File: config.mk
export PLATFORM = sky130hd
export DESIGN_NAME = exu_top
export DESIGN_NICKNAME = d
export VERILOG_FILES = /design/src/exu_pkg.sv /design/src/exu_alu.sv /design/src/exu_commit.sv /design/src/exu_decode.sv /design/src/exu_disp.sv /design/src/exu_oitf.sv /design/src/exu_regfile.sv /design/src/exu_top.sv
export SDC_FILE = /design/constraint.sdc
export NUM_CORES = 2
export LEC_CHECK = 0
export BUFFER_PORTS_ARGS = -buffer_cell sky130_fd_sc_hd__buf_2
export CAP_MARGIN = 20
export CELL_PAD_IN_SITES_DETAIL_PLACEMENT = 1
export CELL_PAD_IN_SITES_GLOBAL_PLACEMENT = 2
export CORE_MARGIN = 3
export CORE_UTILIZATION = 46
export CTS_BUF_LIST = sky130_fd_sc_hd__clkbuf_16
export CTS_CLUSTER_DIAMETER = 60
export CTS_CLUSTER_SIZE = 25
export DETAILED_ROUTE_END_ITERATION = 6
export PLACE_DENSITY_LB_ADDON = 0.1
export REMOVE_ABC_BUFFERS = 1
export SLEW_MARGIN = 15
export SYNTH_ARGS = -nofsm -noshare
export SYNTH_HDL_FRONTEND = slang
export SYNTH_SLANG_ARGS = --single-unit
File: constraint.sdc
create_clock -name clk -period 11.4 [get_ports clk]
set_input_delay 0.57 -clock clk [delete_from_list [all_inputs] [get_ports clk]]
set_output_delay 0.57 -clock clk [all_outputs]
set_load 0.02 [all_outputs]
File: src/exu_pkg.sv
/*
  Shared widths, encodings and bundles of the execution stage.
  OITF_DEPTH must be a power of two and match ITAG_W.
  Only the RV32I subset ADD/SUB/AND/OR/XOR/ADDI/LW/WFI is decoded.
*/
package exu_pkg;

  localparam int XLEN       = 32;
  localparam int RFIDX_W    = 5;
  localparam int INSTR_W    = 32;
  localparam int OITF_DEPTH = 2;
  localparam int ITAG_W     = 1;

  localparam logic [INSTR_W-1:0] WFI_INSTR = 32'h1050_0073;

  // Major opcodes of the supported subset
  typedef enum logic [6:0] {
    OPC_LOAD   = 7'b0000011,
    OPC_OPIMM  = 7'b0010011,
    OPC_OP     = 7'b0110011,
    OPC_SYSTEM = 7'b1110011
  } opcode_e;

  typedef enum logic [2:0] {ALU_ADD, ALU_SUB, ALU_AND, ALU_OR, ALU_XOR} alu_op_e;

  typedef enum logic [1:0] {CMT_IDLE, CMT_DRAIN, CMT_HALT} cmt_state_e;

  typedef struct packed {
    alu_op_e            op;
    logic [RFIDX_W-1:0] rs1idx;
    logic [RFIDX_W-1:0] rs2idx;
    logic [RFIDX_W-1:0] rdidx;
    logic               rs1en;
    logic               rs2en;
    logic               rdwen;     // Never set for x0
    logic               use_imm;
    logic [XLEN-1:0]    imm;       // Sign extended I-type
    logic               longpipe;  // Loads
    logic               wfi;
  } dec_t;

  typedef struct packed {
    logic               ena;
    logic [RFIDX_W-1:0] rdidx;
    logic [XLEN-1:0]    wdat;
  } wbck_t;

  typedef struct packed {
    logic              valid;
    logic [ITAG_W-1:0] itag;
    logic [XLEN-1:0]   addr;
  } lsu_cmd_t;

  typedef struct packed {
    logic              valid;
    logic [ITAG_W-1:0] itag;
    logic [XLEN-1:0]   wdat;
  } lsu_wbck_t;

endpackage

File: src/exu_alu.sv
/*
  Single-cycle integer ALU.
  Loads come in decoded as ADD with the immediate, so the result is the address.
*/
`timescale 1ns/100ps

module exu_alu (
  input  exu_pkg::dec_t              i_dec,
  input  logic [exu_pkg::XLEN-1:0]   i_rs1,
  input  logic [exu_pkg::XLEN-1:0]   i_rs2,
  output logic [exu_pkg::XLEN-1:0]   o_result
);

  logic [exu_pkg::XLEN-1:0] op2;

  assign op2 = i_dec.use_imm ? i_dec.imm : i_rs2;

  always_comb begin
    case (i_dec.op)
      exu_pkg::ALU_SUB: o_result = i_rs1 - op2;
      exu_pkg::ALU_AND: o_result = i_rs1 & op2;
      exu_pkg::ALU_OR:  o_result = i_rs1 | op2;
      exu_pkg::ALU_XOR: o_result = i_rs1 ^ op2;
      default:          o_result = i_rs1 + op2;  // ADD, ADDI, LW address
    endcase
  end

endmodule

File: src/exu_commit.sv
/*
  WFI control: drain outstanding loads, halt dispatch, wake on i_irq.
  i_irq is a level and is sampled only in CMT_HALT.
*/
`timescale 1ns/100ps

module exu_commit (
  input  logic clk,
  input  logic i_arst_n,
  input  logic i_wfi_ena,
  input  logic i_oitf_empty,
  input  logic i_irq,
  output logic o_busy,
  output logic o_core_wfi
);

  exu_pkg::cmt_state_e state_q, state_d;

  ///////////////////////////////
  // Next state
  ///////////////////////////////
  always_comb begin
    state_d = state_q;
    case (state_q)
      exu_pkg::CMT_IDLE: begin
        if (i_wfi_ena) state_d = exu_pkg::CMT_DRAIN;
      end
      exu_pkg::CMT_DRAIN: begin
        if (i_oitf_empty) state_d = exu_pkg::CMT_HALT;  // Last load back
      end
      exu_pkg::CMT_HALT: begin
        if (i_irq) state_d = exu_pkg::CMT_IDLE;
      end
      default: state_d = exu_pkg::CMT_IDLE;
    endcase
  end

  always_ff @(posedge clk or negedge i_arst_n) begin
    if (!i_arst_n) begin
      state_q <= exu_pkg::CMT_IDLE;
    end else begin
      state_q <= state_d;
    end
  end

  assign o_busy     = (state_q != exu_pkg::CMT_IDLE);
  assign o_core_wfi = (state_q == exu_pkg::CMT_HALT);

  // Dispatch holds ready low outside idle
  a_wfi_in_idle: assert property (@(posedge clk) disable iff (!i_arst_n)
    i_wfi_ena |-> (state_q == exu_pkg::CMT_IDLE))
    else $error("WFI accepted while commit busy");

endmodule

File: src/exu_decode.sv
/*
  Combinational decode of one instruction word.
  Anything outside the subset decodes to a no-op with no reads or writes.
*/
`timescale 1ns/100ps

module exu_decode (
  input  logic [exu_pkg::INSTR_W-1:0] i_ir,
  output exu_pkg::dec_t               o_dec
);

  logic [6:0] opcode;
  logic [2:0] funct3;
  logic [6:0] funct7;
  logic       rd_wr;   // Legal op that writes rd

  assign opcode = i_ir[6:0];
  assign funct3 = i_ir[14:12];
  assign funct7 = i_ir[31:25];

  always_comb begin
    o_dec        = '0;
    o_dec.op     = exu_pkg::ALU_ADD;
    o_dec.rs1idx = i_ir[19:15];
    o_dec.rs2idx = i_ir[24:20];
    o_dec.rdidx  = i_ir[11:7];
    o_dec.imm    = {{20{i_ir[31]}}, i_ir[31:20]};
    rd_wr        = 1'b0;
    case (opcode)
      exu_pkg::OPC_OP: begin
        o_dec.rs1en = 1'b1;
        o_dec.rs2en = 1'b1;
        rd_wr       = 1'b1;
        case ({funct7, funct3})
          {7'h00, 3'b000}: o_dec.op = exu_pkg::ALU_ADD;
          {7'h20, 3'b000}: o_dec.op = exu_pkg::ALU_SUB;
          {7'h00, 3'b111}: o_dec.op = exu_pkg::ALU_AND;
          {7'h00, 3'b110}: o_dec.op = exu_pkg::ALU_OR;
          {7'h00, 3'b100}: o_dec.op = exu_pkg::ALU_XOR;
          default: begin
            o_dec.rs1en = 1'b0;
            o_dec.rs2en = 1'b0;
            rd_wr       = 1'b0;
          end
        endcase
      end
      exu_pkg::OPC_OPIMM: begin
        if (funct3 == 3'b000) begin  // ADDI
          o_dec.rs1en   = 1'b1;
          o_dec.use_imm = 1'b1;
          rd_wr         = 1'b1;
        end
      end
      exu_pkg::OPC_LOAD: begin
        if (funct3 == 3'b010) begin  // LW, address via ADD
          o_dec.rs1en    = 1'b1;
          o_dec.use_imm  = 1'b1;
          o_dec.longpipe = 1'b1;
          rd_wr          = 1'b1;
        end
      end
      exu_pkg::OPC_SYSTEM: o_dec.wfi = (i_ir == exu_pkg::WFI_INSTR);
      default: ;
    endcase
    o_dec.rdwen = rd_wr & (i_ir[11:7] != '0);
  end

endmodule

File: src/exu_disp.sv
/*
  Dispatch: ready generation and steering of the accepted instruction.
  Purely combinational; a load is issued on its acceptance cycle.
*/
`timescale 1ns/100ps

module exu_disp (
  input  logic                         i_valid,
  output logic                         o_ready,
  input  exu_pkg::dec_t                i_dec,
  input  logic [exu_pkg::XLEN-1:0]     i_alu_result,
  input  logic                         i_match_rs1,
  input  logic                         i_match_rs2,
  input  logic                         i_match_rd,
  input  logic                         i_oitf_full,
  input  logic                         i_oitf_empty,
  input  logic                         i_alu_ready,
  input  logic                         i_busy,
  output exu_pkg::wbck_t               o_alu_wbck,
  output logic                         o_oitf_ena,
  output exu_pkg::lsu_cmd_t            o_lsu_cmd,
  input  logic [exu_pkg::ITAG_W-1:0]   i_dis_ptr,
  output logic                         o_wfi_ena,
  output logic                         o_exu_active
);

  logic raw_waw;    // Hazard against a pending load
  logic full_stall;
  logic wb_stall;   // Load return owns the write port
  logic accept;

  assign raw_waw    = i_match_rs1 | i_match_rs2 | i_match_rd;
  assign full_stall = i_dec.longpipe & i_oitf_full;
  assign wb_stall   = i_dec.rdwen & ~i_dec.longpipe & ~i_alu_ready;
  assign o_ready    = ~(raw_waw | full_stall | wb_stall | i_busy);
  assign accept     = i_valid & o_ready;

  assign o_alu_wbck.ena   = accept & i_dec.rdwen & ~i_dec.longpipe;
  assign o_alu_wbck.rdidx = i_dec.rdidx;
  assign o_alu_wbck.wdat  = i_alu_result;

  assign o_oitf_ena      = accept & i_dec.longpipe;
  assign o_lsu_cmd.valid = o_oitf_ena;
  assign o_lsu_cmd.itag  = i_dis_ptr;
  assign o_lsu_cmd.addr  = i_alu_result;  // rs1 + imm

  assign o_wfi_ena    = accept & i_dec.wfi;
  assign o_exu_active = ~i_oitf_empty | i_valid | i_busy;

endmodule

File: src/exu_oitf.sv
/*
  Outstanding-instruction FIFO for loads.
  Returns must come back in order; the itag is the entry index.
  OITF_DEPTH must be a power of two.
*/
`timescale 1ns/100ps

module exu_oitf (
  input  logic                          clk,
  input  logic                          i_arst_n,
  input  logic                          i_dis_ena,
  input  logic [exu_pkg::RFIDX_W-1:0]   i_dis_rdidx,
  output logic [exu_pkg::ITAG_W-1:0]    o_dis_ptr,
  output logic                          o_full,
  output logic                          o_empty,
  input  exu_pkg::lsu_wbck_t            i_lsu_wbck,
  output logic [exu_pkg::RFIDX_W-1:0]   o_ret_rdidx,
  input  exu_pkg::dec_t                 i_dec,
  output logic                          o_match_rs1,
  output logic                          o_match_rs2,
  output logic                          o_match_rd
);

  logic [exu_pkg::ITAG_W-1:0]     wptr_q, rptr_q;
  logic                           wflag_q, rflag_q;  // Wrap flags
  logic [exu_pkg::ITAG_W:0]       cnt_q;
  logic [exu_pkg::RFIDX_W-1:0]    rd_q [exu_pkg::OITF_DEPTH];
  logic [exu_pkg::ITAG_W-1:0]     ofs [exu_pkg::OITF_DEPTH];
  logic [exu_pkg::OITF_DEPTH-1:0] vld, hit_rs1, hit_rs2, hit_rd;
  logic                           ret_ena;

  assign ret_ena     = i_lsu_wbck.valid;
  assign o_empty     = (wptr_q == rptr_q) & (wflag_q == rflag_q);
  assign o_full      = (wptr_q == rptr_q) & (wflag_q != rflag_q);
  assign o_dis_ptr   = wptr_q;
  assign o_ret_rdidx = rd_q[rptr_q];

  ///////////////////////////////
  // Pointers and occupancy
  ///////////////////////////////
  always_ff @(posedge clk or negedge i_arst_n) begin
    if (!i_arst_n) begin
      wptr_q  <= '0;
      rptr_q  <= '0;
      wflag_q <= 1'b0;
      rflag_q <= 1'b0;
      cnt_q   <= '0;
    end else begin
      if (i_dis_ena) begin
        wptr_q <= wptr_q + 1'b1;
        if (wptr_q == exu_pkg::ITAG_W'(exu_pkg::OITF_DEPTH - 1)) wflag_q <= ~wflag_q;
      end
      if (ret_ena) begin
        rptr_q <= rptr_q + 1'b1;
        if (rptr_q == exu_pkg::ITAG_W'(exu_pkg::OITF_DEPTH - 1)) rflag_q <= ~rflag_q;
      end
      case ({i_dis_ena, ret_ena})
        2'b10:   cnt_q <= cnt_q + 1'b1;
        2'b01:   cnt_q <= cnt_q - 1'b1;
        default: ;  // Both or neither, no change
      endcase
    end
  end

  always_ff @(posedge clk) begin
    if (i_dis_ena) rd_q[wptr_q] <= i_dis_rdidx;
  end

  ///////////////////////////////
  // Destination match
  ///////////////////////////////
  always_comb begin
    for (int i = 0; i < exu_pkg::OITF_DEPTH; i++) begin
      ofs[i]     = exu_pkg::ITAG_W'(i) - rptr_q;  // Distance from head
      vld[i]     = ({1'b0, ofs[i]} < cnt_q);
      hit_rs1[i] = vld[i] & (rd_q[i] == i_dec.rs1idx);
      hit_rs2[i] = vld[i] & (rd_q[i] == i_dec.rs2idx);
      hit_rd[i]  = vld[i] & (rd_q[i] == i_dec.rdidx);
    end
  end

  // x0 sources never wait
  assign o_match_rs1 = (|hit_rs1) & i_dec.rs1en & (i_dec.rs1idx != '0);
  assign o_match_rs2 = (|hit_rs2) & i_dec.rs2en & (i_dec.rs2idx != '0);
  assign o_match_rd  = (|hit_rd) & i_dec.rdwen;

  a_ret_in_order: assert property (@(posedge clk) disable iff (!i_arst_n)
    ret_ena |-> (!o_empty && (i_lsu_wbck.itag == rptr_q)))
    else $error("load return with empty FIFO or wrong itag");

  a_no_alloc_full: assert property (@(posedge clk) disable iff (!i_arst_n)
    i_dis_ena |-> !o_full)
    else $error("FIFO allocation while full");

endmodule

File: src/exu_regfile.sv
/*
  32x32 integer register file with one write port.
  A load return always takes the port; the ALU must wait on o_alu_ready.
*/
`timescale 1ns/100ps

module exu_regfile (
  input  logic                           clk,
  input  logic                           i_arst_n,
  input  logic [exu_pkg::RFIDX_W-1:0]    i_rs1idx,
  input  logic [exu_pkg::RFIDX_W-1:0]    i_rs2idx,
  output logic [exu_pkg::XLEN-1:0]       o_rs1,
  output logic [exu_pkg::XLEN-1:0]       o_rs2,
  input  exu_pkg::wbck_t                 i_alu_wbck,
  input  exu_pkg::lsu_wbck_t             i_lsu_wbck,
  input  logic [exu_pkg::RFIDX_W-1:0]    i_ret_rdidx,
  output logic                           o_alu_ready,
  output exu_pkg::wbck_t                 o_wbck
);

  logic [exu_pkg::XLEN-1:0] rf_q [1:2**exu_pkg::RFIDX_W-1];  // x0 not stored

  assign o_alu_ready = ~i_lsu_wbck.valid;

  // Write port arbitration, load return first
  always_comb begin
    if (i_lsu_wbck.valid) begin
      o_wbck.ena   = (i_ret_rdidx != '0);  // Load to x0 is dropped
      o_wbck.rdidx = i_ret_rdidx;
      o_wbck.wdat  = i_lsu_wbck.wdat;
    end else begin
      o_wbck = i_alu_wbck;
    end
  end

  always_ff @(posedge clk or negedge i_arst_n) begin
    if (!i_arst_n) begin
      for (int i = 1; i < 2**exu_pkg::RFIDX_W; i++) begin
        rf_q[i] <= '0;
      end
    end else if (o_wbck.ena) begin
      rf_q[o_wbck.rdidx] <= o_wbck.wdat;
    end
  end

  assign o_rs1 = (i_rs1idx == '0) ? '0 : rf_q[i_rs1idx];
  assign o_rs2 = (i_rs2idx == '0) ? '0 : rf_q[i_rs2idx];

  // Decode and FIFO keep x0 off the write port
  a_no_x0_write: assert property (@(posedge clk) disable iff (!i_arst_n)
    o_wbck.ena |-> (o_wbck.rdidx != '0))
    else $error("regfile write to x0");

endmodule

File: src/exu_top.sv
/*
  Execution stage top: decode, regfile, ALU, load FIFO, dispatch, WFI control.
  i_ir must stay stable while i_valid is high and o_ready is low.
  i_lsu_wbck returns in order and never in the cycle of issue.
*/
`timescale 1ns/100ps

module exu_top (
  input  logic                          clk,
  input  logic                          i_arst_n,
  input  logic                          i_valid,
  output logic                          o_ready,
  input  logic [exu_pkg::INSTR_W-1:0]   i_ir,
  output exu_pkg::lsu_cmd_t             o_lsu_cmd,
  input  exu_pkg::lsu_wbck_t            i_lsu_wbck,
  output exu_pkg::wbck_t                o_wbck,
  input  logic                          i_irq,
  output logic                          o_core_wfi,
  output logic                          o_oitf_empty,
  output logic                          o_exu_active
);

  exu_pkg::dec_t                 dec;
  exu_pkg::wbck_t                alu_wbck;
  logic [exu_pkg::XLEN-1:0]      rf_rs1, rf_rs2, alu_result;
  logic [exu_pkg::RFIDX_W-1:0]   ret_rdidx;
  logic [exu_pkg::ITAG_W-1:0]    dis_ptr;
  logic                          alu_ready, oitf_full, oitf_ena;
  logic                          match_rs1, match_rs2, match_rd;
  logic                          wfi_ena, cmt_busy;

  exu_decode u_exu_decode (
    .i_ir  (i_ir),
    .o_dec (dec)
  );

  exu_regfile u_exu_regfile (
    .clk         (clk),
    .i_arst_n    (i_arst_n),
    .i_rs1idx    (dec.rs1idx),
    .i_rs2idx    (dec.rs2idx),
    .o_rs1       (rf_rs1),
    .o_rs2       (rf_rs2),
    .i_alu_wbck  (alu_wbck),
    .i_lsu_wbck  (i_lsu_wbck),
    .i_ret_rdidx (ret_rdidx),
    .o_alu_ready (alu_ready),
    .o_wbck      (o_wbck)
  );

  exu_alu u_exu_alu (
    .i_dec    (dec),
    .i_rs1    (rf_rs1),
    .i_rs2    (rf_rs2),
    .o_result (alu_result)
  );

  exu_oitf u_exu_oitf (
    .clk         (clk),
    .i_arst_n    (i_arst_n),
    .i_dis_ena   (oitf_ena),
    .i_dis_rdidx (dec.rdidx),
    .o_dis_ptr   (dis_ptr),
    .o_full      (oitf_full),
    .o_empty     (o_oitf_empty),
    .i_lsu_wbck  (i_lsu_wbck),
    .o_ret_rdidx (ret_rdidx),
    .i_dec       (dec),
    .o_match_rs1 (match_rs1),
    .o_match_rs2 (match_rs2),
    .o_match_rd  (match_rd)
  );

  exu_disp u_exu_disp (
    .i_valid      (i_valid),
    .o_ready      (o_ready),
    .i_dec        (dec),
    .i_alu_result (alu_result),
    .i_match_rs1  (match_rs1),
    .i_match_rs2  (match_rs2),
    .i_match_rd   (match_rd),
    .i_oitf_full  (oitf_full),
    .i_oitf_empty (o_oitf_empty),
    .i_alu_ready  (alu_ready),
    .i_busy       (cmt_busy),
    .o_alu_wbck   (alu_wbck),
    .o_oitf_ena   (oitf_ena),
    .o_lsu_cmd    (o_lsu_cmd),
    .i_dis_ptr    (dis_ptr),
    .o_wfi_ena    (wfi_ena),
    .o_exu_active (o_exu_active)
  );

  exu_commit u_exu_commit (
    .clk          (clk),
    .i_arst_n     (i_arst_n),
    .i_wfi_ena    (wfi_ena),
    .i_oitf_empty (o_oitf_empty),
    .i_irq        (i_irq),
    .o_busy       (cmt_busy),
    .o_core_wfi   (o_core_wfi)
  );

endmodule

==> impl_metrics.tcl <==
set metrics [dict create \
    dp_hpwl_microns 143100 \
    synth_edf_count 10 \
    clock.fmax_mhz 108.9 \
    most-common-layout-cells "nand2_1 (1,058), dfrtp_1 (1,000), o21ai_0 (956)" \
    dieWidth_microns 360.5 \
    ir_drop_uv 230.7 \
    async_flop_share 0.9901 \
    slew_violations 0 \
    grt.total_usage 0.3564 \
    yosys.area.top_type_share 0.4329 \
    dr.pass1.iters 5 \
    hold_viol 0 \
    vias 46200 \
    worst_setup_path_end_kind "primary output" \
    rsz0062_at_grt "no" \
    layout-drive-gt1-share 0.2301 \
    antenna_found_initial 11 \
    grt_max_degree 163 \
    synth-seq-area-share 0.4381 \
    coreArea_sq_um 124300 \
    fin_crit_sh 0.8059 \
    drv_cap 0 \
    syn2layout_area_growth_pct 11.03 \
    grt_overflow_total 0 \
    finalSetupViolations 0 \
    path_cells "buf_8, buf_12, nor2_1, nand3_1, nand2_1, nor4_1, a22o_1, nor4_2, and2_1, nor2_1, xnor2_1, ha_1, nand2_1, or2_2, nor3_1, o21ai_0, a21boi_0, o21ai_0, and3_1, o21ai_0, a31oi_2, buf_4, buf_2" \
    cts_sinks 1010 \
    finalCriticalPeriod_ns 9.187 \
    slowest_stage "nor4_2" \
    grt_pass1_vias 47390 \
    outcome "finished clean" \
    cts_buffers 115 \
    netlist_instances 5432 \
    place_congestion 0.9201 \
    routed_wirelength_microns 231800 \
    synth_top_area_cell "dfrtp_1" \
    cts_root_buf "clkbuf_16" \
    finalClockSkew_ns 0.02812 \
    grt_pass1_wl_microns 339400 \
    startpoint_type "primary input" \
    post_cts_resized 0 \
    drc 0 \
    wire_per_inst_microns 32.81 \
    hp-class "primary input to register" \
    p_leak_uw 0.02852 \
    arrival_ns 8.62 \
    vias_per_cell 6.540 \
    syn_avg_cell_area_sq_um 10.64 \
    fin_tns_setup_ns 0 \
    synthTopCellsByArea "dfrtp_1 (43%), mux4_2 (18%), o21ai_0 (8.3%)" \
    fp.dieArea_sq_um 130000 \
    tritoncts "built" \
    cts_htree_levels 3 \
    cpMostUsedCell "o21ai_0" \
    post-cts-setup-buffer-count 0 \
    port_buffers 144 \
    drt_iter0_drc 4446 \
    timing.critical_path.fanout_max 53 \
    max-clock-path-buffers 3 \
    place_area_sq_um 60090 \
    final_common_cell "nand2_1" \
    pin_count 146 \
    relSlewSlack 0.1932 \
    slowest_delay_ns 0.92 \
    p_per_area_nw_per_um2 268.7 \
    required_ns 10.83 \
    detail-route-antenna-nets 0 \
    synth_warnings 0 \
    design_area_sq_um 64190 \
    floorplan.die.height_microns 360.5 \
    ys_ff_latch 1010 \
    critical_path_class "primary input to primary output" \
    clk_latency_ns 0.76 \
    synth_ff_type "dfrtp_1" \
    initial_core_util 0.4652 \
    fin_nets 5493 \
    hold_ws_ns 0.08829 \
    worst_pin_slew_ns 1.197 \
    synthesis.area_sq_um 57810 \
    synth_cell_types 85 \
    path_clk_slew_ns 0.06 \
    num_rows 129 \
]
-- report_power, final --
part | switching (uW) | leakage (uW) | internal (uW)
registers | 1200 | 0.0132 | 5120
clock network | 1770 | 0.00199 | 2270
logic | 4060 | 0.0134 | 2840
-- layout make-up --
cell class | count | area, sq um
Inverter | 115 | 432.9
Fill cell | 13230 | 60090
Sequential cell | 1010 | 25320
Clock buffer | 117 | 2928
Timing Repair Buffer | 297 | 2064
Antenna cell | 3 | 7.507
Multi-Input combinational cell | 3786 | 30250
Clock inverter | 99 | 1139
Tap cell | 1637 | 2048
-- layer usage --
layer,wire [microns],GRT usage,vias up,share of wire
met5,16,0,-,0.000069
met4,10340,0.1427,4,0.045
met3,16120,0.05355,454,0.070
met2,105500,0.5552,1771,0.46
li1,-,-,19450,-
met1,99780,0.5045,24520,0.43
-- cells by family after synthesis --
logic type	share of synthesized area
flops	0.4381
fa+ha+maj	0.02134
simple gates	0.1028
xor+xnor	0.01454
buf+inv	0.04500
compound gates	0.1367
mux	0.2416
-- flip-flops by register name (all words and copies together), names as in the netlist --
name and cells:
u_exu_oitf.rd_q 10, u_exu_regfile.rf_q 992, u_exu_oitf.wflag_q 1, u_exu_oitf.cnt_q 2, u_exu_commit.state_q 2, u_exu_oitf.rptr_q 1, u_exu_oitf.rflag_q 1, u_exu_oitf.o_dis_ptr 1
-- synthesized netlist by cell type, drive strengths merged, types with 59 or more instances --
master,number
dfrtp,1000
mux2i,141
nand2,1089
a22oi,59
mux2,197
nor2,120
buf,148
xnor2,69
inv,114
clkbuf,373
o21ai,961
mux4,459
a21oi,93
ha,97
-- through the flow --
stage	instances	setup WS [ns]	util	power, uW
after CTS	7058	2.483	0.5163	17230
after detailed placement	6841	2.521	0.4835	13150
after global placement	6841	2.553	0.4835	12830
after global routing	7062	1.997	0.5164	18250
after floorplan	4911	3.535	-	10280
final	7064	2.213	0.5165	17250
-- worst paths after layout --
| kind | startpoint | end | slack (ns) | cells after the start |
|---|---|---|---|---|
| worst max register to register | u_exu_regfile.rf_q[386] | u_exu_regfile.rf_q[95] | 3.84 | 20 |
| worst min register to register | u_exu_regfile.rf_q[309] | u_exu_regfile.rf_q[309] | 0.50 | 2 |
| min in group asynchronous | i_arst_n | u_exu_regfile.rf_q[14] | 0.45 | 2 |
| worst max-delay path | i_ir[20] | o_wbck[18] | 2.21 | 23 |
| max in group asynchronous | i_arst_n | u_exu_regfile.rf_q[285] | 8.65 | 4 |
| worst min-delay path | i_irq | u_exu_commit.state_q[1] | 0.09 | 3 |
-- worst max-delay path, delay by kind of cell --
family / cells / cell delay (ns)
AND/OR/NAND/NOR: 11 / 4.20
AO/OA/AOI/OAI: 6 / 2.02
buffers and inverters: 4 / 1.05
adder cells (fa/ha/maj): 1 / 0.40
XOR/XNOR: 1 / 0.18
-- timing repair --
item,in CTS,in global routing
endpoints found under the hold margin,86,0
hold buffers,1,0
setup endpoints to repair,0,0
No activity file was read; power rests on OpenSTA's default activity.
